## src/eu_pkg.sv

```systemverilog
package eu_pkg;

  // number of cores served by the event unit
  localparam int NB_CORES = 4;

  // shared bus peers are the sw events, the barrier, the mutex and one buffer per core
  localparam int PEER_SW       = 0;
  localparam int PEER_BARRIER  = 1;
  localparam int PEER_MUTEX    = 2;
  localparam int PEER_BUF_BASE = 3;
  localparam int NB_PEERS      = PEER_BUF_BASE + NB_CORES;

  typedef logic [1:0]          core_id_t;
  typedef logic [NB_CORES-1:0] core_mask_t;
  typedef logic [31:0]         evt_word_t;
  typedef logic [7:0]          eu_addr_t;
  typedef logic [31:0]         eu_data_t;
  // eight software event lines per core
  typedef logic [7:0]          sw_evt_t;

  // byte offsets of the registers inside the unit
  localparam eu_addr_t REG_EVT_MASK       = 8'h00;
  localparam eu_addr_t REG_EVT_BUFFER     = 8'h04;
  localparam eu_addr_t REG_EVT_CLEAR      = 8'h08;
  localparam eu_addr_t REG_SW_TRIG        = 8'h0C;
  localparam eu_addr_t REG_BARRIER_CFG    = 8'h10;
  localparam eu_addr_t REG_BARRIER_ARRIVE = 8'h14;
  localparam eu_addr_t REG_MUTEX          = 8'h18;

  // positions of the internally generated events in a mapped word
  localparam int EVT_SW_LSB  = 0;
  localparam int EVT_BARRIER = 16;
  localparam int EVT_MUTEX   = 17;

  typedef struct packed {
    logic     psel;
    logic     penable;
    logic     pwrite;
    eu_addr_t paddr;
    eu_data_t pwdata;
  } apb_req_t;

  typedef struct packed {
    eu_data_t prdata;
    logic     pready;
    logic     pslverr;
  } apb_rsp_t;

  // one-cycle strobe on the shared register bus
  typedef struct packed {
    logic     valid;
    logic     write;
    core_id_t core_id;
    eu_addr_t addr;
    eu_data_t wdata;
  } eu_bus_req_t;

  typedef struct packed {
    logic     hit;
    eu_data_t rdata;
  } eu_bus_rsp_t;

endpackage

```

## src/eu_sw_events.sv

```systemverilog
`timescale 1ns/1ps

module eu_sw_events (
  input  logic                                          clk_i,
  input  logic                                          arst_n_i,
  input  eu_pkg::eu_bus_req_t                           bus_req_i,
  output eu_pkg::eu_bus_rsp_t                           bus_rsp_o,
  output eu_pkg::sw_evt_t [eu_pkg::NB_CORES-1:0]        sw_events_o
);

  logic                                   trig_hit;
  logic                                   trig_wr;
  eu_pkg::core_mask_t                     targets;
  logic [2:0]                             evt_num;
  eu_pkg::sw_evt_t [eu_pkg::NB_CORES-1:0] sw_events_q;

  assign trig_hit = bus_req_i.valid && (bus_req_i.addr == eu_pkg::REG_SW_TRIG);
  assign trig_wr  = trig_hit && bus_req_i.write;

  // target cores sit in the low nibble, the event number in bits 10:8
  assign targets  = bus_req_i.wdata[eu_pkg::NB_CORES-1:0];
  assign evt_num  = bus_req_i.wdata[10:8];

  // the trigger register has nothing to read back
  assign bus_rsp_o.hit   = trig_hit;
  assign bus_rsp_o.rdata = '0;

  // every pulse lasts one cycle and starts the cycle after the write
  always_ff @(posedge clk_i or negedge arst_n_i) begin
    if (!arst_n_i) begin
      sw_events_q <= '0;
    end else begin
      for (int c = 0; c < eu_pkg::NB_CORES; c++) begin
        sw_events_q[c] <= (trig_wr && targets[c]) ? eu_pkg::sw_evt_t'(1) << evt_num : '0;
      end
    end
  end

  assign sw_events_o = sw_events_q;

endmodule

```

## config.mk

```make
export PLATFORM = sky130hd
export DESIGN_NAME = eu_sw_events
export DESIGN_NICKNAME = d
export VERILOG_FILES = /design/src/eu_pkg.sv /design/src/eu_sw_events.sv
export SDC_FILE = /design/constraint.sdc
export NUM_CORES = 1
export LEC_CHECK = 0
export BUFFER_PORTS_ARGS = -buffer_cell sky130_fd_sc_hd__buf_2
export CORE_ASPECT_RATIO = 2
export CORE_MARGIN = 4
export CORE_UTILIZATION = 37
export CTS_BUF_LIST = sky130_fd_sc_hd__clkbuf_4 sky130_fd_sc_hd__clkbuf_8
export DETAILED_ROUTE_END_ITERATION = 12
export MAX_ROUTING_LAYER = met4
export PLACE_DENSITY = 0.8
export SYNTH_ARGS = -nofsm -noshare
export SYNTH_HDL_FRONTEND = slang
export SYNTH_SLANG_ARGS = --single-unit
```

## constraint.sdc

```tcl
create_clock -name clk_i -period 1.5 [get_ports clk_i]
set_input_delay 0.375 -clock clk_i [delete_from_list [all_inputs] [get_ports clk_i]]
set_output_delay 0.375 -clock clk_i [all_outputs]
set_load 0.02 [all_outputs]
```

== Yosys cells after proc, flatten, opt, wreduce, memory -nomap -nowiden ==
Cells that the tools add are included.
Operators by class
  eq/ne operators: 1
  shifts and indexed selects: 1
  muxes and demuxes: 4
  reduce and logical (&&, ||, !) cells: 6
Operators with widths (count)
  8-bit 2-to-1 mux: 4
  8-bit by 4-bit == test with 1-bit output, second input constant: 1
  1-bit by 3-bit left shift with 8-bit output, first input constant: 1
  1-bit logical AND: 6
Word-level totals
  register bits after elaboration: 32
  bits of input ports: 46
  output and inout bits: 65
  logic and storage cells: 16

== Logic depth before layout (Yosys ltp) ==
  depth after elaboration: 5
  mapped depth: 5
  gate-level depth less buffers: 3

== Worst setup path after synthesis ==
Ideal clock, no wire load.
  kind: input to output
  from: input port bus_req_i[36] (netlist name)
  to: output port bus_rsp_o[32] (netlist name)
  arrival: 1196 ps
  required time: 1125 ps
  slack: -71 ps
  cell stages on the path: 5
  path buffers: 2
  cell sequence: nor4b_4 > nand3b_4 > buf_6 > nor2_1 > buf_4
Between the ends
  longest elaborated chain between the ends: 2
Ends and longest elaborated chain
  start: declaration: line eu_sw_events.sv:6  | input eu_pkg::eu_bus_req_t bus_req_i,
  8-bit by 4-bit == test with 1-bit output: line eu_sw_events.sv:17  | assign trig_hit = bus_req_i.valid && (bus_req_i.addr == eu_pkg::REG_SW_TRIG);
  1-bit logical AND: line eu_sw_events.sv:17
  end: declaration: line eu_sw_events.sv:7  | output eu_pkg::eu_bus_rsp_t bus_rsp_o,
Every way passes these cells.

==> impl_metrics.toml <==
[outcome]
outcome = "complete, but fails checks"
violations = "negative setup slack"

[timing]
hold_slack_ns = 0.123
min_period_ns = 1.50
worst_slack_ns = -0.00210
maxSlewViolCount = 0
fmax_mhz = 666
fin_crit_sh = 1.00
rsz0062_at_grt = "yes"
worst_pin_slew_ns = 0.641
tns_ns = -0.00210
setup_viol = 1
hold_viol_final = 0
relSlewSlack = 0.572

[power_and_ir_drop]
pwr_density_cell_nw_per_um2 = 972
p_sw_mw = 0.411
clockPowerShare = 0.391
p_int_mw = 1.31
ir_worst_vdd_mv = 0.515
power_frac_seq = 0.502
power_leakage_nw = 0.955
share_comb_of_total_power = 0.108
swShare = 0.239

[synth]
yosys.cell_types.count = 15
synth_seq_cells = 32
ys_seq_area_frac = 0.535
avgSynthCellArea_um2 = 11.1
synth_warnings = 0
synth_xor_area_frac = 0
synth_top_cell_by_area = "dfrtp_1"
yosys.area_share.simple = 0.255
synth_top_family_by_area = "simple AND/OR/NAND/NOR gates"
synth_ff_type = "dfrtp_1"
syn_area_um2 = 1500
asyncSetResetFlopFracSynth = 1.00
synth_edf_count = 0
synth_compound_area_frac = 0
synth.top_cells.by_area = "dfrtp_1, buf_4, nor4_1, nand2b_1, nand2_1"
synth_fa_ha_area_frac = 0
synthTopCellsByCount = "buf_4, dfrtp_1, nor4_1, nand2_1, nand2b_1"
synth.top_cell.area_share = 0.535
yosys-mux-area-fraction = 0
synth.most_common_cell = "buf_4"
syn_inst = 135

[placement]
port_buffers = 51
place_area_um2 = 1650
pre_cts_ws_ns = -0.149
globalplace.congestion = 0.824
hpwl_um = 2220

[cts]
cts_setup_buffers = 0
cts_buffer_depth = 2
clock-root-buffer = "clkbuf_8"
clk_pin_slew_ns = 0.06
clock_sinks = 32
cts_tree = "built"
htreeDepth = 2
cts_buffers = 5

[cells_and_area]
nets = 228
n_antenna_cell = 0
fin_area_um2 = 1770
drive_gt1_frac = 0.368
nFillCells = 403
utilization = 0.456
synthToLayoutAreaGrowth_pct = 18.3
largest_reg_flops = 32

[die]
num_io_pins = 111
start_util = 0.386
core-area_um2 = 3880
dieArea_um2 = 5190
fp.dieW_um = 53.0
fp-row-count = 32
chipHeight_um = 98.0

[worst_setup_path]
worstPathRequired_ns = 1.12
crit_arrival_ns = 1.13
cp-end-kind = "output port"
startpoint_type = "input pin"
critical_path_peak_fanout = 2
worstSetupPathType = "input pin to output port"
crit_start = "bus_req_i[36]"

[drt]
wl_per_cell_um = 12.1
drt-vias-per-instance = 4.49
drc = 0
routed_wl_um = 2810
vias = 1046
drtAntennaViolNets = 0
drt_first_pass_iters = 4
drtIter0Drc = 22

[flow_run]
cap_violations = 0

[global_routing]
grt_max_degree = 33
grt_antenna_before_repair = 0
grt_usage = 0.116
grt_pass1_vias = 983
grt_pass1_wl_um = 4360
overflow = 0

[worst_hold_path]
min-delay-path-class = "input pin to asynchronous set/reset pin"
## critical path, stage by stage
cell and delay (ns):
buf_6 0.09, nor4b_4 0.31, nand3b_4 0.13, nor2_4 0.10, buf_6 0.12
## layout make-up
cell class / count / area (µm²) / share of cell area
multi-input combinational: 90 / 509 / 0.287
tap: 51 / 63.8 / 0.0360
clock buffer: 7 / 96.3 / 0.0544
sequential: 32 / 801 / 0.452
timing repair buffer: 53 / 302 / 0.170
## logic make-up (layout without fill, tap and decap cells)
group | Yosys count | after routing
buffers and inverters | 44 | 60
flip-flops | 32 | 32
other | 1 | 32
AND/OR/NAND/NOR | 58 | 58
## power groups by stage
stage / clock network (mW) / logic, mW / registers (mW)
floorplan: 0 / 0.187 / 0.879
global route: 0.727 / 0.204 / 0.863
detailed placement: 0 / 0.178 / 0.879
CTS: 0.681 / 0.183 / 0.864
global placement: 0 / 0.174 / 0.879
finish: 0.672 / 0.185 / 0.864
## cells in the final DEF, fill, tap and decap left out
cell type  Yosys  routed
clkbuf_8       0       7
conb_1         1      32
nor2_1         2       1
dfrtp_1       32      32
nand2_1       10      10
or2_2          1       1
nand2b_1      10      10
buf_12         0       1
nand3b_4       1       1
nor4_1        29      29
nor2_4         0       1
nor4_2         3       3
nand3_1        1       1
buf_4         33       1
buf_2          0      48
buf_6          3       3
nor4b_4        1       1
## what timing repair did
item | 4_1_cts | 5_1_grt
pin swaps | 1 | 0
endpoints found under the hold margin | 0 | 0
resized for setup | 6 | 0
setup endpoints to repair | 1 | 1
hold buffers | 0 | 0
gates cloned | 0 | 0
## worst paths after layout
check	endpoint	cells after the start
max in group asynchronous	sw_events_o[23]	1
worst min-delay path	sw_events_o[29]	1
min in group clk_i	sw_events_o[18]	3
worst max-delay path	bus_rsp_o[32]	5
## through the flow
stage | std cells | total power [mW]
after floorplan | 166 | 1.07
after global placement | 226 | 1.05
after detailed placement | 226 | 1.06
after CTS | 233 | 1.73
after global routing | 233 | 1.79
final | 233 | 1.72
## per-layer routing
| layer | track usage | share of wire | wire length (µm) |
|---|---|---|---|
| met5 | - | 0 | 0 |
| met4 | 0.0669 | 0.015 | 42 |
| met3 | 0.0229 | 0.11 | 323 |
| met2 | 0.201 | 0.56 | 1580 |
| met1 | 0.113 | 0.31 | 870 |
(Power assumes the default switching activity.)
