===== config.mk =====
export PLATFORM = sky130hd
export DESIGN_NAME = eu_mutex
export DESIGN_NICKNAME = d
export VERILOG_FILES = /design/src/eu_pkg.sv /design/src/eu_mutex.sv
export SDC_FILE = /design/constraint.sdc
export NUM_CORES = 1
export LEC_CHECK = 0
export ABC_AREA = 0
export BUFFER_PORTS_ARGS = -buffer_cell sky130_fd_sc_hd__buf_2
export CAP_MARGIN = 0
export CORE_AREA = 5 5 53 55
export CTS_CLUSTER_SIZE = 16
export DETAILED_ROUTE_END_ITERATION = 8
export DIE_AREA = 0 0 58 60
export GPL_ROUTABILITY_DRIVEN = 0
export PLACE_DENSITY = 0.92
export SYNTH_ARGS = -nofsm -noshare
export SYNTH_HDL_FRONTEND = slang
export SYNTH_SLANG_ARGS = --single-unit

===== constraint.sdc =====
create_clock -name clk_i -period 2.5 [get_ports clk_i]
set_clock_uncertainty 0.05 [all_clocks]
set_input_delay 0.25 -clock clk_i [delete_from_list [all_inputs] [get_ports clk_i]]
set_output_delay 0.25 -clock clk_i [all_outputs]
set_load 0.1 [all_outputs]

===== src/eu_pkg.sv =====
package eu_pkg;

  // number of cores served by the event unit
  localparam int NB_CORES = 4;

  // shared bus peers are the sw events, the barrier, the mutex and one buffer per core
  localparam int PEER_SW       = 0;
  localparam int PEER_BARRIER  = 1;
  localparam int PEER_MUTEX    = 2;
  localparam int PEER_BUF_BASE = 3;
  localparam int NB_PEERS      = PEER_BUF_BASE + NB_CORES;

  typedef logic [1:0]          core_id_t;
  typedef logic [NB_CORES-1:0] core_mask_t;
  typedef logic [31:0]         evt_word_t;
  typedef logic [7:0]          eu_addr_t;
  typedef logic [31:0]         eu_data_t;
  // eight software event lines per core
  typedef logic [7:0]          sw_evt_t;

  // byte offsets of the registers inside the unit
  localparam eu_addr_t REG_EVT_MASK       = 8'h00;
  localparam eu_addr_t REG_EVT_BUFFER     = 8'h04;
  localparam eu_addr_t REG_EVT_CLEAR      = 8'h08;
  localparam eu_addr_t REG_SW_TRIG        = 8'h0C;
  localparam eu_addr_t REG_BARRIER_CFG    = 8'h10;
  localparam eu_addr_t REG_BARRIER_ARRIVE = 8'h14;
  localparam eu_addr_t REG_MUTEX          = 8'h18;

  // positions of the internally generated events in a mapped word
  localparam int EVT_SW_LSB  = 0;
  localparam int EVT_BARRIER = 16;
  localparam int EVT_MUTEX   = 17;

  typedef struct packed {
    logic     psel;
    logic     penable;
    logic     pwrite;
    eu_addr_t paddr;
    eu_data_t pwdata;
  } apb_req_t;

  typedef struct packed {
    eu_data_t prdata;
    logic     pready;
    logic     pslverr;
  } apb_rsp_t;

  // one-cycle strobe on the shared register bus
  typedef struct packed {
    logic     valid;
    logic     write;
    core_id_t core_id;
    eu_addr_t addr;
    eu_data_t wdata;
  } eu_bus_req_t;

  typedef struct packed {
    logic     hit;
    eu_data_t rdata;
  } eu_bus_rsp_t;

endpackage


===== src/eu_mutex.sv =====
`timescale 1ns/1ps

module eu_mutex (
  input  logic                clk_i,
  input  logic                arst_n_i,
  input  eu_pkg::eu_bus_req_t bus_req_i,
  output eu_pkg::eu_bus_rsp_t bus_rsp_o,
  output eu_pkg::core_mask_t  mutex_events_o
);

  logic               lock_hit;
  logic               lock_rd;
  logic               unlock;
  logic               locked_q;
  eu_pkg::core_id_t   owner_q;
  eu_pkg::core_mask_t caller;
  eu_pkg::core_mask_t waiters_q;
  eu_pkg::core_mask_t mutex_events_q;

  assign lock_hit = bus_req_i.valid && (bus_req_i.addr == eu_pkg::REG_MUTEX);
  assign lock_rd  = lock_hit && !bus_req_i.write;
  assign caller   = eu_pkg::core_mask_t'(1) << bus_req_i.core_id;

  // only the current owner can give the lock back
  assign unlock = lock_hit && bus_req_i.write && locked_q && (owner_q == bus_req_i.core_id);

  // a read returns 1 when it took the lock and 0 when the lock was busy
  assign bus_rsp_o.hit   = lock_hit;
  assign bus_rsp_o.rdata = eu_pkg::eu_data_t'(lock_rd && !locked_q);

  always_ff @(posedge clk_i or negedge arst_n_i) begin
    if (!arst_n_i) begin
      locked_q       <= 1'b0;
      owner_q        <= '0;
      waiters_q      <= '0;
      mutex_events_q <= '0;
    end else begin
      mutex_events_q <= '0;
      if (lock_rd) begin
        if (!locked_q) begin
          locked_q <= 1'b1;
          owner_q  <= bus_req_i.core_id;
        end else begin
          // a failed attempt is remembered so the core gets woken on release
          waiters_q <= waiters_q | caller;
        end
      end else if (unlock) begin
        locked_q       <= 1'b0;
        mutex_events_q <= waiters_q;
        waiters_q      <= '0;
      end
    end
  end

  assign mutex_events_o = mutex_events_q;

endmodule


After elaboration in Yosys (flattened, before gate mapping):

Index checks and enable logic that the tools add are counted.

* register bits: 11
* bits in latches: 0
* RAM bits: 0
* bits in read-only memories: 0
* input bits: 46
* output and inout bits: 37
* memories: 0

* add/subtract/negate cells: 0
* multiply operators: 0
* divide/modulo/power cells: 0
* magnitude comparators: 0
* equal/unequal tests: 3
* shift-type cells: 1
* mux-type cells: 7
* bitwise gates (word level): 2
* reductions and logical operators: 11

Operator list (count)
* 4-bit 2-to-1 mux: 5
* 8-bit by 5-bit == test with 1-bit output (second input constant): 1
* 1-bit logical AND: 6
* 4-bit OR: 1
* 2-bit AND reduction: 2
* 1-bit by 2-bit << shifter with 4-bit output (first input constant): 1
* 2-bit == test: 1
* 1-bit logical NOT: 2
* 1-bit 2-to-1 mux: 2
* 2-bit by 1-bit inequality test with 1-bit output (second input constant): 1
* 2-bit nonzero test: 1
* 1-bit inverter: 1

Depth between registers and ports, before layout:

* word-level depth: 7
* gate-level depth with buffers: 5
* mapped depth without buffers: 3

Worst setup path before layout:

Ideal clock, no wire load.

* kind: input -> output
* start: in bus_req_i[38] (netlist bit)
* end: out bus_rsp_o[32] (netlist bit)
* arrival time: 1207 ps
* slack: 993 ps
* stages: 5
* path buffers: 3
* cell sequence: and4bb_1 > buf_4 > and3_2 > clkbuf_2 > buf_4

* cells in the longest elaborated chain, start to end: 2

Ends and longest elaborated chain
* start: declaration: RTL line eu_mutex.sv:6 `input eu_pkg::eu_bus_req_t bus_req_i,`
* 8-bit by 5-bit == test with 1-bit output: RTL line eu_mutex.sv:20 `assign lock_hit = bus_req_i.valid && (bus_req_i.addr == eu_pkg::REG_MUTEX);`
* 1-bit logical AND: RTL line eu_mutex.sv:20
* end: declaration: RTL line eu_mutex.sv:7 `output eu_pkg::eu_bus_rsp_t bus_rsp_o,`

No other way between the ends.

==> flow_summary.rst <==
.. list-table::
   :header-rows: 1

   * - Metric
     - Value
   * - Worst-skew pair later-pin latency
     - 270 ps
   * - Hold Crit Start
     - bus_req_i[41]
   * - # H-tree levels
     - 1
   * - Post-route setup TNS
     - 0 ps
   * - Max frequency
     - 540 MHz
   * - PwrDens
     - 630 nW/um2
   * - Placed insts
     - 131
   * - Via count normalized by instance count
     - 4.22
   * - Time the worst path needs with I/O delays and setup
     - 1850 ps
   * - Most repeated cell in the gate-level netlist after synthesis
     - buf_4
   * - Vias in the first global route
     - 516
   * - Worst-path fanout max
     - 10
   * - Area used by multi-input combinational logic
     - 397 um2
   * - Area overhead of the layout relative to synthesis
     - 3.46%
   * - Crit Path Class
     - input port to output port
   * - Share of the yosys chip area belonging to registers
     - 33.1%
   * - WL final
     - 1430 um
   * - Cells after synthesis
     - 86
   * - GR Overflow Total
     - 0
   * - Worst path setup slack after routing
     - 647 ps
   * - Worst hold-check path type
     - input port to flop
   * - Final Util
     - 36.7%
   * - Die X-Extent
     - 58 um
   * - Synth top area share
     - 33.1%
   * - Port Buffers
     - 19
   * - Count of vias placed by the detailed router
     - 574
   * - Detailed Place HPWL
     - 1150 um
   * - Worst Path Arrival
     - 1550 ps
   * - Slowest CP cell
     - and4bb_1
   * - Average instance area after synthesis
     - 9.66 um2
   * - Area of the placeable core
     - 2340 um2
   * - Fraction of final layout cells sized beyond drive strength 1
     - 26.4%
   * - Std-Cell Rows
     - 18
   * - Worst IR drop on VDD
     - 0.281 mV
   * - Number of optimization iterations in the first detailed-route pass
     - 4
   * - TritonCTS clock tree
     - yes
   * - List of cells traversed by the critical path
     - buf_2 > and4bb_1 > and3_2 > buf_2
   * - Critical path required time
     - 2200 ps
   * - Number of hold violations in the final report
     - 0
   * - Initial DRC count
     - 4
   * - Post-CTS resize count
     - 0
   * - Residual DRC count
     - 0
   * - Number of flip-flops and latches in the synthesized netlist
     - 11
   * - Antenna-violating nets left
     - 0
   * - CTS root buffer
     - clkbuf_4
   * - Fillcell total
     - 240
   * - Summed instance area of the synthesized netlist
     - 831 um2
   * - Die area
     - 3480 um2
   * - FFs w/ async S/R, synth
     - 100%
   * - Hold EP
     - owner_q[1]
   * - Antenna violations before repair
     - 0
   * - Number of buffers added by the clock tree synthesis step
     - 3
   * - Warnings, synthesis
     - 0
   * - Number of enable-type register cells in the synthesized netlist
     - 0
   * - Overall global routing resource usage
     - 8.10%
   * - Final nets
     - 153
   * - Run status
     - finished clean
   * - Setup slack, reg-to-reg
     - 1270 ps
   * - Max-cap violation count
     - 0
   * - Wire length of the first global-routing pass
     - 2120 um
   * - IO Count
     - 83
   * - Element type at the critical path start
     - input port
   * - Flip-flop cell with the highest count after synthesis
     - dfrtp_1
   * - Start of the worst register-to-register path
     - locked_q
   * - Number of standard cells in the final layout excluding fillers
     - 136
   * - Cell occurring most often along the worst timing path
     - buf_2
   * - Cell types with the highest counts after synthesis
     - buf_4, dfrtp_1, a21oi_1, a41oi_1, inv_1
   * - RSZ-0062 raised after global routing
     - no
   * - Top cells by area in the synthesized netlist
     - dfrtp_1, buf_4, a41oi_1
   * - Vertical die dimension
     - 60 um
   * - Count of cells along the worst hold path
     - 2
   * - Worst r2r dst
     - owner_q[1]
   * - Bufs on Longest Clock Path
     - 2
   * - Leakage Power
     - 0.453 nW
   * - Pins over their slew limit
     - 0
   * - Final antenna diode count
     - 0
   * - Initial core utilization
     - 35.5%
   * - Cell taking the most area after synthesis
     - dfrtp_1
   * - Clock tree sinks
     - 11
   * - Setup Slack @ Placement
     - 663 ps
   * - Stage delay of the slowest cell on the critical path
     - 470 ps
   * - Setup violation total in the final timing report
     - 0
   * - Distinct cell type count of the synthesized netlist
     - 24
   * - Total power consumption of the routed design
     - 542 uW
   * - Final period utilization
     - 74.1%
   * - Maximum number of pins on one net before global-route repair
     - 12
   * - Clock-pin slew of the registers on the worst-case setup and hold paths
     - 70 ps
   * - Average routed wire per standard cell
     - 10.5 um
   * - Category of the worst setup path capture point
     - output port
   * - Register Area
     - 275 um2
   * - Path depth of the worst reg2reg path
     - 3
[stage by stage]
step,cell area [um2],hold WS (ps)
floorplan,943,-95.6
finish,860,232
global placement,823,74.2
global route,860,221
detailed placement,823,85.2
CTS,860,223
[how the worst max path moves through the flow]
stage / cells past startpoint / endpoint / startpoint / slack [ps]
after CTS: 4 / bus_rsp_o[32] / bus_req_i[38] / 660
after floorplan: 5 / bus_rsp_o[32] / bus_req_i[38] / 990
after global placement: 4 / bus_rsp_o[32] / bus_req_i[38] / 670
after global routing: 4 / bus_rsp_o[32] / bus_req_i[38] / 590
final: 4 / bus_rsp_o[32] / bus_req_i[38] / 650
after detailed placement: 4 / bus_rsp_o[32] / bus_req_i[38] / 660
[cells in the final DEF (no fill, tap or decap)]
cell           instances
a41oi_1                5
clkbuf_1               1
mux2_1                 2
a21oi_1                5
buf_2                 19
and4b_1                1
nand4b_1               1
and3b_1                1
clkbuf_4               3
dfrtp_1               11
nor2b_1                1
xnor2_1                2
nor4bb_1               2
nor4b_1                1
nand4_2                1
and3_2                 1
conb_1                31
nor3_1                 4
and4_2                 2
dlygate4sd3_1          1
and4bb_1               1
nand2_1                2
nor2_1                 1
nor2_2                 1
inv_1                  5
nor3b_4                1
[cell families after synthesis]
logic type / after synthesis / share of synthesized area (%)
AOI/OAI and AO/OA: 10 / 8.28
other: 1 / 0.451
muxes: 2 / 2.71
and+or+nand+nor: 21 / 20.6
DFF: 11 / 33.1
xor gates and xnor gates: 2 / 2.11
buffers and inverters: 39 / 32.7
[worst max-delay path, delay by kind of cell]
kind                   cells  cell delay, ps
buffers and inverters      2             540
AND/OR/NAND/NOR            2             770
[layer usage]
| layer | share of wire, % | vias up | wire [um] | global-route usage (%) |
|---|---|---|---|---|
| li1 | - | 275 | - | - |
| met1 | 39 | 267 | 556 | 9.07 |
| met2 | 48 | 32 | 687 | 13.7 |
| met3 | 13 | 0 | 186 | 4.75 |
| met4 | 0 | 0 | 0 | 0.993 |
| met5 | 0 | - | 0 | 0 |
[power breakdown]
part / internal, mW / leakage [nW] / switching, mW
combinational: 0.0160 / 0.284 / 0.222
clock: 0.0618 / 0.0150 / 0.0606
sequential: 0.180 / 0.153 / 0.00168
total: 0.257 / 0.453 / 0.284
[timing repair]
item,4_1_cts,5_1_grt
hold buffers,1,0
hold endpoints to repair,11,0
buffers inserted,0,0
[state kept, by name, summed over array words and instances (netlist names)]
name	cells
locked_q	1
mutex_events_o	4
owner_q	2
waiters_q	4
[area by class of cell]
class	instances	share of cell area, %
Timing Repair Buffer	20	12.2
Multi-Input combinational cell	66	46.1
Clock buffer	4	3.06
Tap cell	30	4.37
Inverter	5	2.18
Sequential cell	11	32.0
Power figures use the tool's default switching activity.
