File: config.mk
export PLATFORM = sky130hd
export DESIGN_NAME = eu_core_event_buf
export DESIGN_NICKNAME = d
export VERILOG_FILES = /design/src/eu_pkg.sv /design/src/eu_core_event_buf.sv
export SDC_FILE = /design/constraint.sdc
export NUM_CORES = 1
export LEC_CHECK = 0
export ABC_AREA = 1
export BUFFER_PORTS_ARGS = -buffer_cell sky130_fd_sc_hd__buf_2
export CORE_ASPECT_RATIO = 0.75
export CORE_MARGIN = 4
export CORE_UTILIZATION = 53
export CTS_CLUSTER_SIZE = 24
export DETAILED_ROUTE_END_ITERATION = 10
export GPL_TIMING_DRIVEN = 0
export PLACE_DENSITY = 0.88
export SYNTH_ARGS = -nofsm -noshare
export SYNTH_HDL_FRONTEND = slang
export SYNTH_SLANG_ARGS = --single-unit
File: constraint.sdc
create_clock -name clk_i -period 1.14 [get_ports clk_i]
set_clock_uncertainty 0.05 [all_clocks]
set_input_delay 0.114 -clock clk_i [delete_from_list [all_inputs] [get_ports clk_i]]
set_output_delay 0.114 -clock clk_i [all_outputs]
set_load 0.05 [all_outputs]
File: src/eu_pkg.sv
package eu_pkg;

  // number of cores served by the event unit
  localparam int NB_CORES = 4;

  // shared bus peers are the sw events, the barrier, the mutex and one buffer per core
  localparam int PEER_SW       = 0;
  localparam int PEER_BARRIER  = 1;
  localparam int PEER_MUTEX    = 2;
  localparam int PEER_BUF_BASE = 3;
  localparam int NB_PEERS      = PEER_BUF_BASE + NB_CORES;

  typedef logic [1:0]          core_id_t;
  typedef logic [NB_CORES-1:0] core_mask_t;
  typedef logic [31:0]         evt_word_t;
  typedef logic [7:0]          eu_addr_t;
  typedef logic [31:0]         eu_data_t;
  // eight software event lines per core
  typedef logic [7:0]          sw_evt_t;

  // byte offsets of the registers inside the unit
  localparam eu_addr_t REG_EVT_MASK       = 8'h00;
  localparam eu_addr_t REG_EVT_BUFFER     = 8'h04;
  localparam eu_addr_t REG_EVT_CLEAR      = 8'h08;
  localparam eu_addr_t REG_SW_TRIG        = 8'h0C;
  localparam eu_addr_t REG_BARRIER_CFG    = 8'h10;
  localparam eu_addr_t REG_BARRIER_ARRIVE = 8'h14;
  localparam eu_addr_t REG_MUTEX          = 8'h18;

  // positions of the internally generated events in a mapped word
  localparam int EVT_SW_LSB  = 0;
  localparam int EVT_BARRIER = 16;
  localparam int EVT_MUTEX   = 17;

  typedef struct packed {
    logic     psel;
    logic     penable;
    logic     pwrite;
    eu_addr_t paddr;
    eu_data_t pwdata;
  } apb_req_t;

  typedef struct packed {
    eu_data_t prdata;
    logic     pready;
    logic     pslverr;
  } apb_rsp_t;

  // one-cycle strobe on the shared register bus
  typedef struct packed {
    logic     valid;
    logic     write;
    core_id_t core_id;
    eu_addr_t addr;
    eu_data_t wdata;
  } eu_bus_req_t;

  typedef struct packed {
    logic     hit;
    eu_data_t rdata;
  } eu_bus_rsp_t;

endpackage

File: src/eu_core_event_buf.sv
`timescale 1ns/1ps

module eu_core_event_buf #(
  // core whose bus cycles this buffer answers
  parameter int unsigned CORE_ID = 0
) (
  input  logic                clk_i,
  input  logic                arst_n_i,
  input  eu_pkg::eu_bus_req_t bus_req_i,
  output eu_pkg::eu_bus_rsp_t bus_rsp_o,
  input  eu_pkg::evt_word_t   events_i,
  output logic                wake_o
);

  logic              mine;
  logic              mask_hit;
  logic              buf_hit;
  logic              clr_hit;
  eu_pkg::evt_word_t clr_bits;
  eu_pkg::evt_word_t mask_q;
  eu_pkg::evt_word_t buf_q;

  // every core sees its own registers at the same offsets
  assign mine     = bus_req_i.valid && (bus_req_i.core_id == eu_pkg::core_id_t'(CORE_ID));
  assign mask_hit = mine && (bus_req_i.addr == eu_pkg::REG_EVT_MASK);
  assign buf_hit  = mine && (bus_req_i.addr == eu_pkg::REG_EVT_BUFFER);
  assign clr_hit  = mine && (bus_req_i.addr == eu_pkg::REG_EVT_CLEAR);

  assign bus_rsp_o.hit = mask_hit | buf_hit | clr_hit;

  // the clear register reads as zero and the buffer ignores writes
  always_comb begin
    bus_rsp_o.rdata = '0;
    if (mask_hit) begin
      bus_rsp_o.rdata = mask_q;
    end else if (buf_hit) begin
      bus_rsp_o.rdata = buf_q;
    end
  end

  assign clr_bits = (clr_hit && bus_req_i.write) ? bus_req_i.wdata : '0;

  always_ff @(posedge clk_i or negedge arst_n_i) begin
    if (!arst_n_i) begin
      mask_q <= '0;
      buf_q  <= '0;
    end else begin
      if (mask_hit && bus_req_i.write) begin
        mask_q <= bus_req_i.wdata;
      end
      // clear goes first so an event arriving in the same cycle is kept
      buf_q <= (buf_q & ~clr_bits) | events_i;
    end
  end

  // any pending event that software has enabled wakes the core
  assign wake_o = |(buf_q & mask_q);

endmodule

==> impl_metrics.py, run 1 <==
metrics = {
    "clock_network": {
        "clockBufferDepth": 2,
        "cts-root-buf": "clkbuf_8",
        "numCtsBuffers": 9,
        "cts_htree_levels": 3,
        "cts_num_sinks": 64,
    },
    "yosys": {
        "synth_fa_ha_area_frac": 0,
        "ys_ff_latch": 64,
        "syn_avg_cell_area_um2": 7.47,
        "synth_compound_area_frac": 0.132,
        "syn_area_um2": 3990,
        "synthSimpleGateAreaFrac": 0.340,
        "yosys_warnings": 0,
        "muxShareOfSynthArea": 0,
        "postSynthCellCount": 534,
        "syn-num-nets": 612,
        "ys_types": 20,
        "synth_top_family_by_area": "simple AND/OR/NAND/NOR gates",
        "seq_area_frac_synth": 0.402,
        "synth_xor_area_frac": 0,
    },
    "placed_design": {
        "globalplace.congestion": 0.903,
        "port_buffers": 110,
        "dpl_worst_slack_ns": -0.471,
        "dp_hpwl_um": 8680,
    },
    "outcome": {
        "stop_stage": "5_1_grt",
        "outcome": "did not finish",
        "error": "[ERROR DPL-0033] detailed placement checks failed during check placement.",
    },
    "timing": {
        "worstEndpointType": "primary output",
        "grt-worst-endpoint": "wake_o",
    },
    "floorplanning": {
        "die_h_um": 83.1,
        "die_x_um": 108,
        "io_pins": 112,
        "std_cell_rows": 27,
        "start_util": 0.544,
    },
    "grt": {
        "antenna_found_initial": 0,
        "grt_max_degree": 65,
    },
}
==> Yosys cell counts (all sizes together) <==
cell type,count,area [um2]
nand2,215,812
inv,69,259
nand4,66,413
dfrtp,64,1600
a21boi,32,240
o21ai,32,280
buf,25,204
nor2,17,106
clkbuf,10,37.5
clkinv,1,3.75
nand3,1,17.5
nor3,1,5.00
o211ai,1,7.51
==> repair_timing <==
item                                    in CTS
pin swaps                                   28
endpoints found under the setup margin      34
endpoints found under the hold margin      128
resized for setup                          188
hold buffers                                65
buffers inserted                            11
gates cloned                                 4
==> cell families after synthesis <==
kind of cell           after synthesis
AO/OA/AOI/OAI                       65
buffers and inverters              105
flip-flops                          64
AND/OR/NAND/NOR                    300
==> per-stage QoR <==
step                      cell area (um2)  setup TNS [ns]  std cells   util
after CTS                            6490          -12.25        841  0.886
after floorplan                      4250          -0.727        534      -
after detailed placement             4930          -26.98        745  0.673
after global placement               4930          -44.82        745  0.673
==> run 2: changes to the inputs <==
CORE_ASPECT_RATIO = not set   (was 0.75)
CORE_UTILIZATION = 40   (was 53)
CTS_CLUSTER_SIZE = not set   (was 24)
PLACE_DENSITY = not set   (was 0.88)
PLACE_DENSITY_LB_ADDON = 0.15   (was not set)
==> run 2 against run 1 <==
Effect of this change:
- the flow now finishes, with violations (setup timing)
- synthesized cell count did not move
- area after synthesis did not move
==> impl_metrics.py, run 2 <==
metrics = {
    "finish": {
        "fin_nets": 840,
        "fin_area_um2": 7030,
        "layout_commonest_cell": "nand2_1",
        "reg.largest.list": "buf_q: 32 flops, mask_q: 32 flops",
        "final_cell_mix": "141 x nand2_1, 72 x buf_2, 67 x inv_1, 66 x nand4_1, 65 x dlygate4sd3_1",
        "n_antenna_cell": 0,
        "drive_gt1_frac": 0.426,
        "syn_to_final_growth_pct": 76.3,
        "regArea_um2": 1600,
        "fin_cells": 900,
        "multi_input_comb_area_um2": 2440,
        "fillers": 743,
        "final_util": 0.723,
    },
    "yosys": {
        "ys.flop_type": "dfrtp_1",
        "seq_area_frac_synth": 0.402,
        "async_reset_ff_frac": 1.00,
        "ys_types": 20,
        "synth.most_common_cell": "nand2_1",
        "syn_area_um2": 3990,
        "synth_edf_count": 0,
        "synth_top_area_cell": "dfrtp_1",
        "ys_ff_latch": 64,
        "synth.top_cell.area_share": 0.402,
        "yosys-top-cells-count": "213 x nand2_1, 68 x inv_1, 66 x nand4_1",
        "syn-num-nets": 612,
        "yosys_warnings": 0,
        "syn_avg_cell_area_um2": 7.47,
        "postSynthCellCount": 534,
        "synth.area.top_cells": "dfrtp_1 40%, nand2_1 20%, nand4_1 10%",
    },
    "critical_path": {
        "cp_slowest_cell": "dfrtp_1",
        "cp_slowest_stage_delay_ns": 0.42,
        "crit_type": "reg -> out",
        "endpoint_kind": "output port",
        "critPathTopFamily": "simple AND/OR/NAND/NOR gates",
        "crit_required_ns": 0.98,
        "path_cells": "nand2_1, nand2_1, nor2_1, nand2_2, nor3_4, nand2_2, buf_6",
        "path_buf_inv": 1,
        "startpoint_type": "flop",
        "crit_arrival_ns": 1.53,
        "crit_fanout": 3,
    },
    "routing": {
        "post_drt_wl_per_cell_um": 15.9,
        "wl_met3_um": 697,
        "routed-wl-met2_um": 7190,
        "viasPerCell": 4.99,
        "first_pass_iters": 4,
        "top_layer_used": "met4",
        "vias": 4488,
        "drt-met1-wl_um": 6150,
        "drt.antenna.violating_nets": 0,
        "drc_errors": 0,
        "drtIter0Drc": 177,
        "drt-total-wl_um": 14300,
    },
    "min_path": {
        "hold_path.class": "in -> reg",
    },
    "placed_design": {
        "globalplace.congestion": 0.847,
        "dpl_cell_area_um2": 4970,
        "dp_hpwl_um": 8480,
        "port_buffers": 110,
        "dp_cells": 777,
    },
    "power": {
        "pwr-share-comb": 0.161,
        "power_density_nw_per_um2": 704,
        "internal-power_uw": 3620,
        "peakVddDrop_uv": 391,
        "seq_power_share": 0.463,
        "power_frac_clock": 0.376,
        "p_leak_uw": 0.00386,
        "switchingPower_uw": 1330,
        "switching_share": 0.269,
    },
    "grt": {
        "overflow": 0,
        "grt_max_degree": 65,
        "grt_pass1_vias": 4637,
        "grt_pass1_wl_um": 22900,
        "track_usage": 0.252,
        "antenna_found_initial": 0,
    },
    "timing": {
        "whs_ns": 0.222,
        "tightest_slew_ns": 0.611,
        "hold_viol": 0,
        "grt_setup_unrepaired": "true",
        "slew_violations": 0,
        "fin_crit_sh": 1.48,
        "final.setup.tns_ns": -14.26,
        "fin_crit_ns": 1.69,
        "worst_slack_ns": -0.552,
        "fmax_mhz": 591,
        "setup_violations": 36,
        "relSlewSlack": 0.593,
    },
    "clock_network": {
        "numCtsBuffers": 9,
        "clk_latency_ns": 0.35,
        "cts_tree": "done",
        "cts-root-buf": "clkbuf_8",
        "cts_htree_levels": 3,
        "clockBufferDepth": 2,
        "clk_pin_slew_ns": 0.07,
        "cts_num_sinks": 64,
    },
    "floorplanning": {
        "dieArea_um2": 11600,
        "die_h_um": 108,
        "core_area_um2": 9730,
        "io_pins": 112,
        "std_cell_rows": 36,
        "start_util": 0.410,
        "die_x_um": 108,
    },
    "outcome": {
        "outcome": "finished with violations",
        "violations": "setup timing",
    },
    "job": {
        "drv_cap": 0,
    },
}
[run 2: final timing paths]
check                                       start                endpoint  slack [ns]  cells after the start
setup / recovery           mask_q[22]$_DFFE_PN0P_                  wake_o       -0.55                      7
hold / removal                      bus_req_i[42]     buf_q[31]$_DFF_PN0_        0.22                      4
setup reg to reg           mask_q[17]$_DFFE_PN0P_  mask_q[17]$_DFFE_PN0P_        0.32                      3
hold reg to reg               buf_q[18]$_DFF_PN0_     buf_q[18]$_DFF_PN0_        0.45                      2
max in group asynchronous                arst_n_i     buf_q[21]$_DFF_PN0_        0.33                      2
min in group asynchronous                arst_n_i     buf_q[15]$_DFF_PN0_        0.27                      2
[run 2: worst min-delay path: cells and delay by family]
family | cells | cell delay (ns)
simple gates | 3 | 0.25
buf+inv | 1 | 0.22
[run 2: metrics by stage]
| step | setup WS [ns] | total power, uW |
|---|---|---|
| floorplan | -0.0242 | 2570 |
| global placement | -0.446 | 2850 |
| detailed placement | -0.471 | 2850 |
| CTS | -0.582 | 4950 |
| global route | -0.619 | 5140 |
| finish | -0.552 | 4950 |
[run 2: routing by layer]
metal	vias up	track usage
li1	2180	-
met1	2139	0.330
met5	-	0
met3	25	0.0360
met4	0	0.0992
met2	144	0.421
[run 2: repair_timing]
action                                  4_1_cts  5_1_grt
hold buffers                                 65        0
cloned                                        6        2
resized for setup                           205       53
pin swaps                                    27       24
hold endpoints to repair                    128        0
buffers inserted                             30        7
endpoints found under the setup margin       34      142
[run 2: power groups by stage]
stage	Clock, uW	Combinational (uW)	Sequential, uW
floorplan	0	238	2330
global placement	0	516	2330
detailed placement	0	522	2330
CTS	1900	758	2290
global route	1980	868	2290
finish	1860	796	2290
[run 2: kinds of logic (layout without fill, tap and decap cells)]
logic type	count (synthesis)	count (layout)	synth area share
and+or+nand+nor	300	301	0.340
buffers and inverters	105	337	0.126
AOI/OAI and AO/OA	65	65	0.132
DFF	64	64	0.402
[run 2: cell type report]
cell class | instances | share of cell area
buffer | 33 | 0.0397
clock buffer | 14 | 0.0246
clock inverter | 2 | 0.00178
inverter | 70 | 0.0374
multi-input combinational | 366 | 0.348
sequential | 64 | 0.228
tap | 133 | 0.0237
timing repair buffer | 218 | 0.298
(Power assumes the default switching activity.)
